===== config.mk =====
export PLATFORM = sky130hd
export DESIGN_NAME = cpu_top
export DESIGN_NICKNAME = d
export VERILOG_FILES = /design/src/logic/cpu_pkg.sv /design/src/logic/ctrl_if.sv /design/src/logic/bus_unit.sv /design/src/logic/control_block.sv /design/src/logic/cpu_top.sv /design/src/logic/exec_unit.sv /design/src/logic/fetch_unit.sv
export SDC_FILE = /design/constraint.sdc
export NUM_CORES = 1
export LEC_CHECK = 0
export BUFFER_PORTS_ARGS = -buffer_cell sky130_fd_sc_hd__buf_2
export CAP_MARGIN = 0
export CORE_MARGIN = 1.5
export CORE_UTILIZATION = 40
export CTS_CLUSTER_SIZE = 10
export DETAILED_ROUTE_END_ITERATION = 7
export PLACE_DENSITY = 0.65
export SLEW_MARGIN = 10
export SYNTH_ARGS = -nofsm -noshare
export SYNTH_HDL_FRONTEND = slang
export SYNTH_SLANG_ARGS = --single-unit

===== constraint.sdc =====
create_clock -name clk -period 3.95 [get_ports clk]
set_input_delay 0.9875 -clock clk [delete_from_list [all_inputs] [get_ports clk]]
set_output_delay 0.9875 -clock clk [all_outputs]
set_load 0.1 [all_outputs]

===== src/logic/cpu_pkg.sv =====
// shared widths, opcode enum, microstep enum, bus source enum and RAM depth
package cpu_pkg;

    // data path and bus width
    parameter int DATA_W = 8;
    // address and operand width
    parameter int ADDR_W = 4;
    // bytes of program/data RAM
    parameter int RAM_DEPTH = 16;
    // microsteps per instruction
    parameter int STEPS = 6;

    // upper nibble of the instruction byte
    // codes 10..14 are undefined and decode as NOP
    typedef enum logic [3:0] {
        OP_NOP = 4'd0,
        OP_LDA = 4'd1,
        OP_ADD = 4'd2,
        OP_SUB = 4'd3,
        OP_STA = 4'd4,
        OP_LDI = 4'd5,
        OP_JMP = 4'd6,
        OP_JC  = 4'd7,
        OP_JZ  = 4'd8,
        OP_OUT = 4'd9,
        OP_HLT = 4'd15
    } opcode_e;

    // one state per clock of an instruction
    typedef enum logic [2:0] {T1, T2, T3, T4, T5, T6} step_e;

    // who drives the internal bus this cycle
    typedef enum logic [2:0] {
        BUS_NONE,
        BUS_PC,
        BUS_RAM,
        BUS_IR_OPERAND,
        BUS_ACC,
        BUS_ALU
    } bus_src_e;

endpackage


===== src/logic/ctrl_if.sv =====
// control word interface with modports for the control block and the three units
`timescale 1ns/1ps

interface ctrl_if;
    import cpu_pkg::*;

    // program counter strobes
    logic cp;
    logic lp;
    // memory address register and RAM
    logic lma;
    logic lr;
    logic wr;
    // instruction register load
    logic li;
    // accumulator, B register and ALU
    logic la;
    logic lb;
    logic sub;
    logic lf;
    // output register load
    logic lo;
    // stop request, latched by the control block
    logic hlt;
    // bus driver select
    bus_src_e bus_src;

    // microcode drives the whole word
    modport ctrl (
        output cp, lp, lma, lr, wr, li, la, lb, sub, lf, lo, hlt, bus_src
    );

    // PC, MAR, RAM and IR side
    modport fetch (input cp, lp, lma, lr, wr, li);

    // accumulator, B and flags side
    modport exec (input la, lb, sub, lf);

    // bus mux and output register
    modport bus (input bus_src, lo);

endinterface


===== src/logic/bus_unit.sv =====
// bus source multiplexer, output register and its one-cycle valid strobe
`timescale 1ns/1ps

module bus_unit #(
    parameter int DATA_W = cpu_pkg::DATA_W
) (
    input  logic                       clk,
    input  logic                       arst_n,
    input  logic [cpu_pkg::ADDR_W-1:0] pc_value,
    input  logic [DATA_W-1:0]          ram_value,
    input  logic [cpu_pkg::ADDR_W-1:0] operand,
    input  logic [DATA_W-1:0]          acc_value,
    input  logic [DATA_W-1:0]          alu_value,
    ctrl_if.bus                        ctl,
    output logic [DATA_W-1:0]          bus_value,
    output logic [DATA_W-1:0]          out_value,
    output logic                       out_valid
);
    import cpu_pkg::*;

    // padding for the 4-bit sources
    localparam int PAD_W = DATA_W - ADDR_W;

    // one driver per cycle, idle bus reads as zero
    always_comb begin
        case (ctl.bus_src)
            BUS_PC:         bus_value = {{PAD_W{1'b0}}, pc_value};
            BUS_RAM:        bus_value = ram_value;
            BUS_IR_OPERAND: bus_value = {{PAD_W{1'b0}}, operand};
            BUS_ACC:        bus_value = acc_value;
            BUS_ALU:        bus_value = alu_value;
            default:        bus_value = '0;
        endcase
    end

    // output register plus strobe
    // valid rises with the new value, one cycle after lo
    always_ff @(posedge clk or negedge arst_n) begin
        if (!arst_n) begin
            out_value <= '0;
            out_valid <= 1'b0;
        end else begin
            out_valid <= ctl.lo;
            if (ctl.lo) begin
                out_value <= bus_value;
            end
        end
    end

endmodule


===== src/logic/control_block.sv =====
// microstep counter, halted latch and microcode decode into the control word
`timescale 1ns/1ps

module control_block (
    input  logic              clk,
    input  logic              arst_n,
    input  logic              run,
    input  cpu_pkg::opcode_e  opcode,
    input  logic              carry,
    input  logic              zero,
    ctrl_if.ctrl              ctl,
    output logic              halted
);
    import cpu_pkg::*;

    // final microstep before wrapping to T1
    localparam step_e LAST_STEP = step_e'(STEPS - 1);

    step_e step;

    // step counter
    // parked at T1 while the host loads the program, frozen once halted
    always_ff @(posedge clk or negedge arst_n) begin
        if (!arst_n) begin
            step <= T1;
        end else if (!run) begin
            step <= T1;
        end else if (!halted) begin
            step <= (step == LAST_STEP) ? T1 : step_e'(step + 3'd1);
        end
    end

    // halted latch, cleared only by reset
    always_ff @(posedge clk or negedge arst_n) begin
        if (!arst_n) begin
            halted <= 1'b0;
        end else if (ctl.hlt) begin
            halted <= 1'b1;
        end
    end

    // microcode table
    always_comb begin
        ctl.cp      = 1'b0;
        ctl.lp      = 1'b0;
        ctl.lma     = 1'b0;
        ctl.lr      = 1'b0;
        ctl.wr      = 1'b0;
        ctl.li      = 1'b0;
        ctl.la      = 1'b0;
        ctl.lb      = 1'b0;
        ctl.sub     = 1'b0;
        ctl.lf      = 1'b0;
        ctl.lo      = 1'b0;
        ctl.hlt     = 1'b0;
        ctl.bus_src = BUS_NONE;
        // nothing fires before run or after HLT
        if (run && !halted) begin
            case (step)
                // fetch: PC into MAR
                T1: begin
                    ctl.bus_src = BUS_PC;
                    ctl.lma     = 1'b1;
                end
                // fetch: RAM into IR, step PC
                T2: begin
                    ctl.bus_src = BUS_RAM;
                    ctl.lr      = 1'b1;
                    ctl.li      = 1'b1;
                    ctl.cp      = 1'b1;
                end
                T3: begin
                    case (opcode)
                        // address phase of memory ops
                        OP_LDA, OP_ADD, OP_SUB, OP_STA: begin
                            ctl.bus_src = BUS_IR_OPERAND;
                            ctl.lma     = 1'b1;
                        end
                        // immediate, zero-extended by the bus mux
                        OP_LDI: begin
                            ctl.bus_src = BUS_IR_OPERAND;
                            ctl.la      = 1'b1;
                        end
                        OP_JMP: begin
                            ctl.bus_src = BUS_IR_OPERAND;
                            ctl.lp      = 1'b1;
                        end
                        // conditional jumps look at the stored flags
                        OP_JC, OP_JZ: begin
                            ctl.bus_src = BUS_IR_OPERAND;
                            ctl.lp      = (opcode == OP_JC) ? carry : zero;
                        end
                        OP_OUT: begin
                            ctl.bus_src = BUS_ACC;
                            ctl.lo      = 1'b1;
                        end
                        OP_HLT: ctl.hlt = 1'b1;
                        default: ;
                    endcase
                end
                T4: begin
                    case (opcode)
                        OP_LDA: begin
                            ctl.bus_src = BUS_RAM;
                            ctl.lr      = 1'b1;
                            ctl.la      = 1'b1;
                        end
                        // second operand into B
                        OP_ADD, OP_SUB: begin
                            ctl.bus_src = BUS_RAM;
                            ctl.lr      = 1'b1;
                            ctl.lb      = 1'b1;
                        end
                        OP_STA: begin
                            ctl.bus_src = BUS_ACC;
                            ctl.wr      = 1'b1;
                        end
                        default: ;
                    endcase
                end
                T5: begin
                    // ALU result back into A, flags follow
                    if (opcode == OP_ADD || opcode == OP_SUB) begin
                        ctl.bus_src = BUS_ALU;
                        ctl.sub     = (opcode == OP_SUB);
                        ctl.la      = 1'b1;
                        ctl.lf      = 1'b1;
                    end
                end
                // T6 is idle for every opcode
                default: ;
            endcase
        end
    end

endmodule


===== src/logic/cpu_top.sv =====
// top level of the accumulator CPU, instances and wiring of the control block and units
`timescale 1ns/1ps

module cpu_top #(
    parameter int DATA_W    = cpu_pkg::DATA_W,
    parameter int RAM_DEPTH = cpu_pkg::RAM_DEPTH
) (
    input  logic                       clk,
    input  logic                       arst_n,
    input  logic                       run,
    input  logic                       prog_we,
    input  logic [cpu_pkg::ADDR_W-1:0] prog_addr,
    input  logic [DATA_W-1:0]          prog_data,
    output logic [DATA_W-1:0]          out_value,
    output logic                       out_valid,
    output logic                       halted
);
    import cpu_pkg::*;

    // fetch side results
    logic [ADDR_W-1:0] pc_value;
    logic [DATA_W-1:0] ram_value;
    opcode_e           opcode;
    logic [ADDR_W-1:0] operand;
    // exec side results
    logic [DATA_W-1:0] acc_value;
    logic [DATA_W-1:0] alu_value;
    logic              carry;
    logic              zero;
    // shared internal bus
    logic [DATA_W-1:0] bus_value;

    ctrl_if ctl ();

    control_block u_control (
        .clk(clk), .arst_n(arst_n), .run(run), .opcode(opcode),
        .carry(carry), .zero(zero), .ctl(ctl), .halted(halted)
    );

    fetch_unit #(.DATA_W(DATA_W), .RAM_DEPTH(RAM_DEPTH)) u_fetch (
        .clk(clk), .arst_n(arst_n), .prog_we(prog_we), .prog_addr(prog_addr),
        .prog_data(prog_data), .bus_value(bus_value), .ctl(ctl),
        .pc_value(pc_value), .ram_value(ram_value), .opcode(opcode), .operand(operand)
    );

    exec_unit #(.DATA_W(DATA_W)) u_exec (
        .clk(clk), .arst_n(arst_n), .bus_value(bus_value), .ctl(ctl),
        .acc_value(acc_value), .alu_value(alu_value), .carry(carry), .zero(zero)
    );

    bus_unit #(.DATA_W(DATA_W)) u_bus (
        .clk(clk), .arst_n(arst_n), .pc_value(pc_value), .ram_value(ram_value),
        .operand(operand), .acc_value(acc_value), .alu_value(alu_value), .ctl(ctl),
        .bus_value(bus_value), .out_value(out_value), .out_valid(out_valid)
    );

endmodule


===== src/logic/exec_unit.sv =====
// accumulator, B register, adder/subtractor, carry and zero flags
`timescale 1ns/1ps

module exec_unit #(
    parameter int DATA_W = cpu_pkg::DATA_W
) (
    input  logic              clk,
    input  logic              arst_n,
    input  logic [DATA_W-1:0] bus_value,
    ctrl_if.exec              ctl,
    output logic [DATA_W-1:0] acc_value,
    output logic [DATA_W-1:0] alu_value,
    output logic              carry,
    output logic              zero
);

    logic [DATA_W-1:0] acc;
    logic [DATA_W-1:0] b_reg;
    // B, inverted when subtracting
    logic [DATA_W-1:0] b_operand;
    // one extra bit for carry-out
    logic [DATA_W:0]   alu_sum;

    // accumulator
    always_ff @(posedge clk or negedge arst_n) begin
        if (!arst_n) begin
            acc <= '0;
        end else if (ctl.la) begin
            acc <= bus_value;
        end
    end

    // B register, fed from RAM during ADD/SUB
    always_ff @(posedge clk or negedge arst_n) begin
        if (!arst_n) begin
            b_reg <= '0;
        end else if (ctl.lb) begin
            b_reg <= bus_value;
        end
    end

    // two's complement subtract
    // A + ~B + 1, with sub as the carry-in
    assign b_operand = ctl.sub ? ~b_reg : b_reg;
    assign alu_sum   = {1'b0, acc} + {1'b0, b_operand} + {{DATA_W{1'b0}}, ctl.sub};

    // flags
    // on SUB the carry means no borrow
    always_ff @(posedge clk or negedge arst_n) begin
        if (!arst_n) begin
            carry <= 1'b0;
            zero  <= 1'b0;
        end else if (ctl.lf) begin
            carry <= alu_sum[DATA_W];
            zero  <= (alu_sum[DATA_W-1:0] == '0);
        end
    end

    assign acc_value = acc;
    assign alu_value = alu_sum[DATA_W-1:0];

endmodule


===== src/logic/fetch_unit.sv =====
// program counter, memory address register, RAM with host write port, instruction register
`timescale 1ns/1ps

module fetch_unit #(
    parameter int DATA_W    = cpu_pkg::DATA_W,
    parameter int RAM_DEPTH = cpu_pkg::RAM_DEPTH
) (
    input  logic                       clk,
    input  logic                       arst_n,
    input  logic                       prog_we,
    input  logic [cpu_pkg::ADDR_W-1:0] prog_addr,
    input  logic [DATA_W-1:0]          prog_data,
    input  logic [DATA_W-1:0]          bus_value,
    ctrl_if.fetch                      ctl,
    output logic [cpu_pkg::ADDR_W-1:0] pc_value,
    output logic [DATA_W-1:0]          ram_value,
    output cpu_pkg::opcode_e           opcode,
    output logic [cpu_pkg::ADDR_W-1:0] operand
);
    import cpu_pkg::*;

    // RAM index width, smaller RAMs alias the upper address bits
    localparam int RAM_AW = $clog2(RAM_DEPTH);
    // opcode nibble plus operand nibble
    localparam int INSTR_W = 2 * ADDR_W;

    logic [ADDR_W-1:0]  pc;
    logic [ADDR_W-1:0]  mar;
    logic [INSTR_W-1:0] ir;
    logic [DATA_W-1:0]  mem [RAM_DEPTH];

    // program counter
    // a jump load wins over the increment
    always_ff @(posedge clk or negedge arst_n) begin
        if (!arst_n) begin
            pc <= '0;
        end else if (ctl.lp) begin
            pc <= bus_value[ADDR_W-1:0];
        end else if (ctl.cp) begin
            pc <= pc + 1'b1;
        end
    end

    // memory address register
    always_ff @(posedge clk or negedge arst_n) begin
        if (!arst_n) begin
            mar <= '0;
        end else if (ctl.lma) begin
            mar <= bus_value[ADDR_W-1:0];
        end
    end

    // instruction register
    // only the low byte of a wider bus carries the instruction
    always_ff @(posedge clk or negedge arst_n) begin
        if (!arst_n) begin
            ir <= '0;
        end else if (ctl.li) begin
            ir <= bus_value[INSTR_W-1:0];
        end
    end

    // RAM write port
    // host loads happen with run low, when wr never fires
    always_ff @(posedge clk) begin
        if (prog_we) begin
            mem[prog_addr[RAM_AW-1:0]] <= prog_data;
        end else if (ctl.wr) begin
            mem[mar[RAM_AW-1:0]] <= bus_value;
        end
    end

    // asynchronous read from the MAR
    // so lr and the IR load share one step
    assign ram_value = ctl.lr ? mem[mar[RAM_AW-1:0]] : '0;

    assign pc_value = pc;

    // undefined codes pass through and decode as NOP
    assign opcode  = opcode_e'(ir[INSTR_W-1:ADDR_W]);
    assign operand = ir[ADDR_W-1:0];

endmodule


# [Yosys cells after proc, flatten, opt, wreduce, memory -nomap -nowiden]
# Memory sizes are Yosys's and may differ from the RTL's.
# Cells that the tools add are included.
[totals] register_bits=47 ramBits=128 memories=1 inputBits=16
[classes] n_bitwise=1 muxes=55 reduce_logical=12 n_eq_ne=21 addsub=4
[memory_table] name="u_fetch.mem" words=16 word_bits=8 read_ports=1 rd_clocked_by_memory_dff=0 write_ports=1 line="fetch_unit.sv:30" rtl="logic [DATA_W-1:0] mem [RAM_DEPTH];"
[op_table] op="$pmux W8 S5" n=1
[op_table] op="$mux W1" n=36
[op_table] op="$mux W8" n=3
[op_table] op="$eq A4 B3 Y1 const B" n=4
[op_table] op="$reduce_or A8 Y1" n=2
[op_table] op="$mux W3" n=5
[op_table] op="$pmux W3 S5" n=1
[op_table] op="$eq A3 B2 Y1 const B" n=4
[op_table] op="$eq A3 B3 Y1 const B" n=4
[op_table] op="$eq A4 B4 Y1 const B" n=3
[op_table] op="$mux W4" n=3
[op_table] op="$pmux W3 S2" n=2
[op_table] op="$add A8 B8 Y9" n=1
[op_table] op="$add A9 B1 Y9" n=1
[op_table] op="$eq A4 B2 Y1 const B" n=2
[op_table] op="$logic_not A8 Y1" n=1
[op_table] op="$not A8 Y8" n=1
[op_table] op="$eq A3 B1 Y1 const B" n=2
[op_table] op="$pmux W1 S2" n=3
[op_table] op="$add A4 B1 Y4 const B" n=1
[op_table] op="$eq A4 B1 Y1 const B" n=1
[op_table] op="$reduce_or A2 Y1" n=2
[op_table] op="$reduce_or A4 Y1" n=1
[op_table] op="$add A3 B1 Y3 const B" n=1
[op_table] op="8 further kinds" n=8

# [Logic depth before layout (Yosys ltp)]
[logic_depth] depth_word=10 mapped_depth=13 depth_no_buf=12

# [Modules after synthesis]
# A second synthesis with hierarchy kept.
[hier_totals] cells_unflattened=585 area_unflattened_um2=8205.4
[modules_own_cells] mod="fetch_unit" area_each_um2=5875.6 cells_per_inst=335 seq_area_each_um2=4244.1 n_inst=1
[modules_own_cells] mod="exec_unit" area_each_um2=1189.9 cells_per_inst=108 seq_area_each_um2=450.4 n_inst=1
[modules_own_cells] mod="bus_unit" area_each_um2=594.3 cells_per_inst=67 seq_area_each_um2=225.2 n_inst=1
[modules_own_cells] mod="control_block" area_each_um2=545.5 cells_per_inst=75 seq_area_each_um2=100.1 n_inst=1

# [Least setup slack after synthesis]
# Ideal clock, no wire load.
[synth_path] path_type="reg2reg" start="reg u_control.halted" end="mem u_fetch.mem[0][6], data pin" path_buffers=1 setup_slack_ns=-0.287 arrival_ns=3.896 setup_time_ns=0.341 path_stages_with_launch=13 path_cell_list="dfrtp_1 > clkbuf_1 > nor2b_1 > nand4_1 > xnor2_1 > inv_1 > fa_1 > nand2b_1 > a21o_1 > a21o_1 > nor3_1 > a21oi_1 > o31ai_1"
[synth_via] elab_chain_len=8 elab_cells_between_ends=21 classes_between="2 x add/sub; 5 x eq/ne; 11 x mux; 3 x reduce/logical"
[synth_rtl] item="start, declared" line="control_block.sv:12" rtl="output logic halted"
[synth_rtl] item="start signal, assigned" line="control_block.sv:36" rtl="halted <= 1'b0;"
[synth_rtl] item="start signal, assigned" line="control_block.sv:38" rtl="halted <= 1'b1;"
[synth_rtl] item="$logic_not A1 Y1 *"
[synth_rtl] item="$logic_and A1 B1 Y1 *" line="control_block.sv:58" rtl="if (run && !halted) begin"
[synth_rtl] item="$mux W1" line="control_block.sv:58"
[synth_rtl] item="$mux W8 or $mux W1 (tied branches)" line="exec_unit.sv:44, fetch_unit.sv:68"
[synth_rtl] item="$add A8 B8 Y9 or $mux W1 (tied branches)" line="exec_unit.sv:45, fetch_unit.sv:66"
[synth_rtl] item="$add A9 B1 Y9 or $mux W1 (tied branches)" line="exec_unit.sv:45, fetch_unit.sv:69"
[synth_rtl] item="$pmux W8 S5 or $reduce_or A8 Y1 (tied branches)"
[synth_rtl] item="$mux W8 (no line) *"
[synth_rtl] item="end, declared" line="fetch_unit.sv:30"
# Mark *: on every way between the ends. The rest lies on a longest branch, timed or not.

# [Worst setup path after layout]
[layout_path] start="reg u_fetch.ir[7]" end="mem u_fetch.mem[5][5], data pin"
[layout_via] elab_chain_len=10 elab_cells_between_ends=41 classes_between="2 x add/sub; 14 x eq/ne; 21 x mux; 4 x reduce/logical"
[layout_rtl] item="start, declared" line="fetch_unit.sv:29" rtl="logic [INSTR_W-1:0] ir;"
[layout_rtl] item="start signal, assigned" line="fetch_unit.sv:59" rtl="ir <= bus_value[INSTR_W-1:0];"
[layout_rtl] item="$eq A4 B2 Y1, on equally long branches" line="control_block.sv:73, control_block.sv:102, control_block.sv:123"
[layout_rtl] item="$logic_or A1 B1 Y1" line="control_block.sv:123" rtl="if (opcode == OP_ADD || opcode == OP_SUB) begin"
[layout_rtl] item="$mux W1" line="control_block.sv:123"
[layout_rtl] item="$mux W1" line="control_block.sv:59" rtl="case (step)"
[layout_rtl] item="$mux W1" line="control_block.sv:58"
[layout_rtl] item="$mux W8" line="exec_unit.sv:44" rtl="assign b_operand = ctl.sub ? ~b_reg : b_reg;"
[layout_rtl] item="$add A8 B8 Y9" line="exec_unit.sv:45" rtl="assign alu_sum = {1'b0, acc} + {1'b0, b_operand} + {{DATA_W{1'b0}}, ctl.sub};"
[layout_rtl] item="$add A9 B1 Y9" line="exec_unit.sv:45"
[layout_rtl] item="$pmux W8 S5" line="bus_unit.sv:26" rtl="case (ctl.bus_src)"
[layout_rtl] item="$mux W8 (no line) *"
# Marks and branches as above.

==> run metrics <==
run status=complete, no violations; Worst Tran Pin Value=1270 ps; Hold Crit Depth=2; critical path type=flip-flop to flip-flop; row count=approximately 50; Total Nets Final=~690; Post-route DRC=0; antenna cell count=0; Min-Delay Path Class=flip-flop to flip-flop; Netlist cell types=70; post-route antenna net violation count=0; Register Area=5020 um^2; clock slew at reported path FFs=about 70 ps; vias in the first global route=5502; # fillers=1698; Synth Warn #=0; dpl cells=907; via density per instance=approximately 5.7; count of final setup violators=0; Final Cell Area=9520 um^2; maxcap violations=0; Final Max Slew Viols=0; Starting Density=41.2%; post-synth design cell area=8120 um^2; htree depth=4; Crit path required time=about 4100 ps; Synth async-reset ratio=about 27%; hpwl dp=between 10 and 15 mm; multi-input gate area in the final layout=2930 um^2; total CTS buffers=17; Min Hold Slack=slightly below 500 ps; Worst Reg-to-Reg Cells=13; pin count of the biggest net entering global routing=48; port buffer count=25; Synth top cells by count=edfxtp_1, nor2_1, dfrtp_1, nand2_1, mux4_2; post-synthesis cell count=580; CTS tree=built; Synth Flop Type=edfxtp_1; fin cells=939; Die Ht=approximately 150 um; Hold Buf Count CTS=0; die width=about 150 um; I/O pins=26; TritonCTS Sinks=approximately 180; die area=approximately 21000 um^2; placed cell areas=8950 um^2; routed len/inst=roughly 22 um; Leak=about 3.5 nW; first-pass GRT wire length=about 32 mm; Most Frequent Cell on Critical Path=buf_4; top cell type's share of synthesized area=a little under half; Max-Slew Margin vs Limit=between 15 and 20%; Clock Path Buffers=2; routability cong.=~0.93; Power Total=between 4 and 5 mW; worst path cell trace=nor4b_1 > buf_4 > nand4_1 > buf_4 > xnor2_1 > ha_1 > nand4b_1 > nor4_1 > buf_4 > o41ai_1 > xnor2_1 > a22oi_1 > a21oi_2; Mapped Nets=~610; max reg flops=between 100 and 150; DR iter-0 viols=roughly 500; vias=around 5400; Final min period=~3700 ps; # Post-CTS Setup Buffers=0; Max stage delay on crit path=530 ps; clock root buffer=clkbuf_16; Final Hold Viols=0; total congestion overflow=0; initial antenna violation count=0; syn_area_per_cell=around 14 um^2; sequential share of the synthesized area=61.8%; top-count cell post-synth=edfxtp_1; CP Capture Type=flip-flop; power density over cell area=511 nW/um^2; top achievable clock speed=273 MHz; Core Area=19700 um^2; GRT Total Usage=between 20% and 30%; drt pass-1 iters=5; Synth area leader=edfxtp_1; nature of the critical path startpoint=flip-flop; Post-synth EDFFs=about 130; Worst path slowest cell=a21oi_2; Period Utilization, post-route=a little over 90%; layout cells sized above 1=a little under 30%; Clock Latency Late Sink=approximately 440 ps; post-detailed-routing wire length=a little over 20 mm; CP arrival=approximately 3800 ps; worst vdd ir=around 310 uV; CP max FO=16; largest cells by area after synthesis=edfxtp_1, dfrtp_1, mux4_2; RSZ-0062 raised after global routing=no; Layout area overhead=17.2%; clk_skew=around 10 ps; Seq cells post-synth=~180
where the power goes:
group / switching [mW] / internal, mW / leakage, nW / total, mW
registers: 0.162 / 2.09 / 1.78 / 2.26
logic: 0.509 / 0.472 / 1.49 / 0.981
clock network: 0.750 / 0.880 / 0.279 / 1.63
total: 1.42 / 3.44 / 3.55 / 4.87
worst max-delay path, delay by kind of cell, from the launching register on:
family	cells	cell delay [ps]
AND/OR/NAND/NOR	4	670
buffers and inverters	3	550
adder cells (fa/ha/maj)	1	290
flip-flops	1	400
XOR/XNOR	2	410
AO/OA/AOI/OAI	3	1070
logic make-up (layout without fill, tap and decap cells):
kind of cell,after synthesis,after routing,synth area share [%]
buf+inv,43,137,2.54
mux,67,67,13.6
xor+xnor,18,18,1.94
compound gates,82,82,6.98
simple gates,183,183,11.2
flops,175,175,61.8
fa+ha+maj,12,12,1.91
cell usage in the layout (no fill, tap or decap), drive strengths merged, types with 14 or more instances in the layout:
cell and n:
a21oi 22, buf 90, clkbuf 18, dfrtp 47, edfxtp 128, inv 20
mux2 27, mux4 32, nand2 47, nand3 14, nor2 52, o21ai 14
metal layers:
metal  routed length (um)  vias up  global-route usage, %
met5                    0        -                      0
met4                  567        0                   6.89
met3                 1490       47                   5.39
met2                 9970      223                   32.9
met1                 8680     2692                   27.1
li1                     -     2392                      -
final timing paths:
kind,from,to,slack (ps)
max in group asynchronous,arst_n,u_fetch.mar[0],2900
min,u_bus.out_value[6],u_bus.out_value[6],490
min reg2reg,u_bus.out_value[6],u_bus.out_value[6],490
min in group asynchronous,arst_n,u_control.step[1],560
max,u_fetch.ir[7],u_fetch.mem[5][5],290
max reg2reg,u_fetch.ir[7],u_fetch.mem[5][5],290
metrics by stage:
step           setup TNS, ps  setup slack, ps  utilization [%]
2_1_floorplan              0             9.10                -
3_3_place_gp           -4220             -171             45.4
5_1_grt                    0             14.7             48.3
4_1_cts                    0             49.2             48.2
6_report                   0              287             48.3
3_5_place_dp          -10210             -375             45.4
what timing repair did:
item / CTS / global route
endpoints found under the setup margin: 16 / 16
gates resized for setup: 1 / 1
cloned: 0 / 0
cell type report:
class / instances / share of cell area [%]
Sequential cell: 175 / 52.7
Multi-Input combinational cell: 362 / 30.7
Timing Repair Buffer: 90 / 6.60
Clock buffer: 18 / 4.51
Tap cell: 265 / 3.48
Clock inverter: 14 / 1.34
Inverter: 15 / 0.591
No activity file was read; power rests on OpenSTA's default activity.
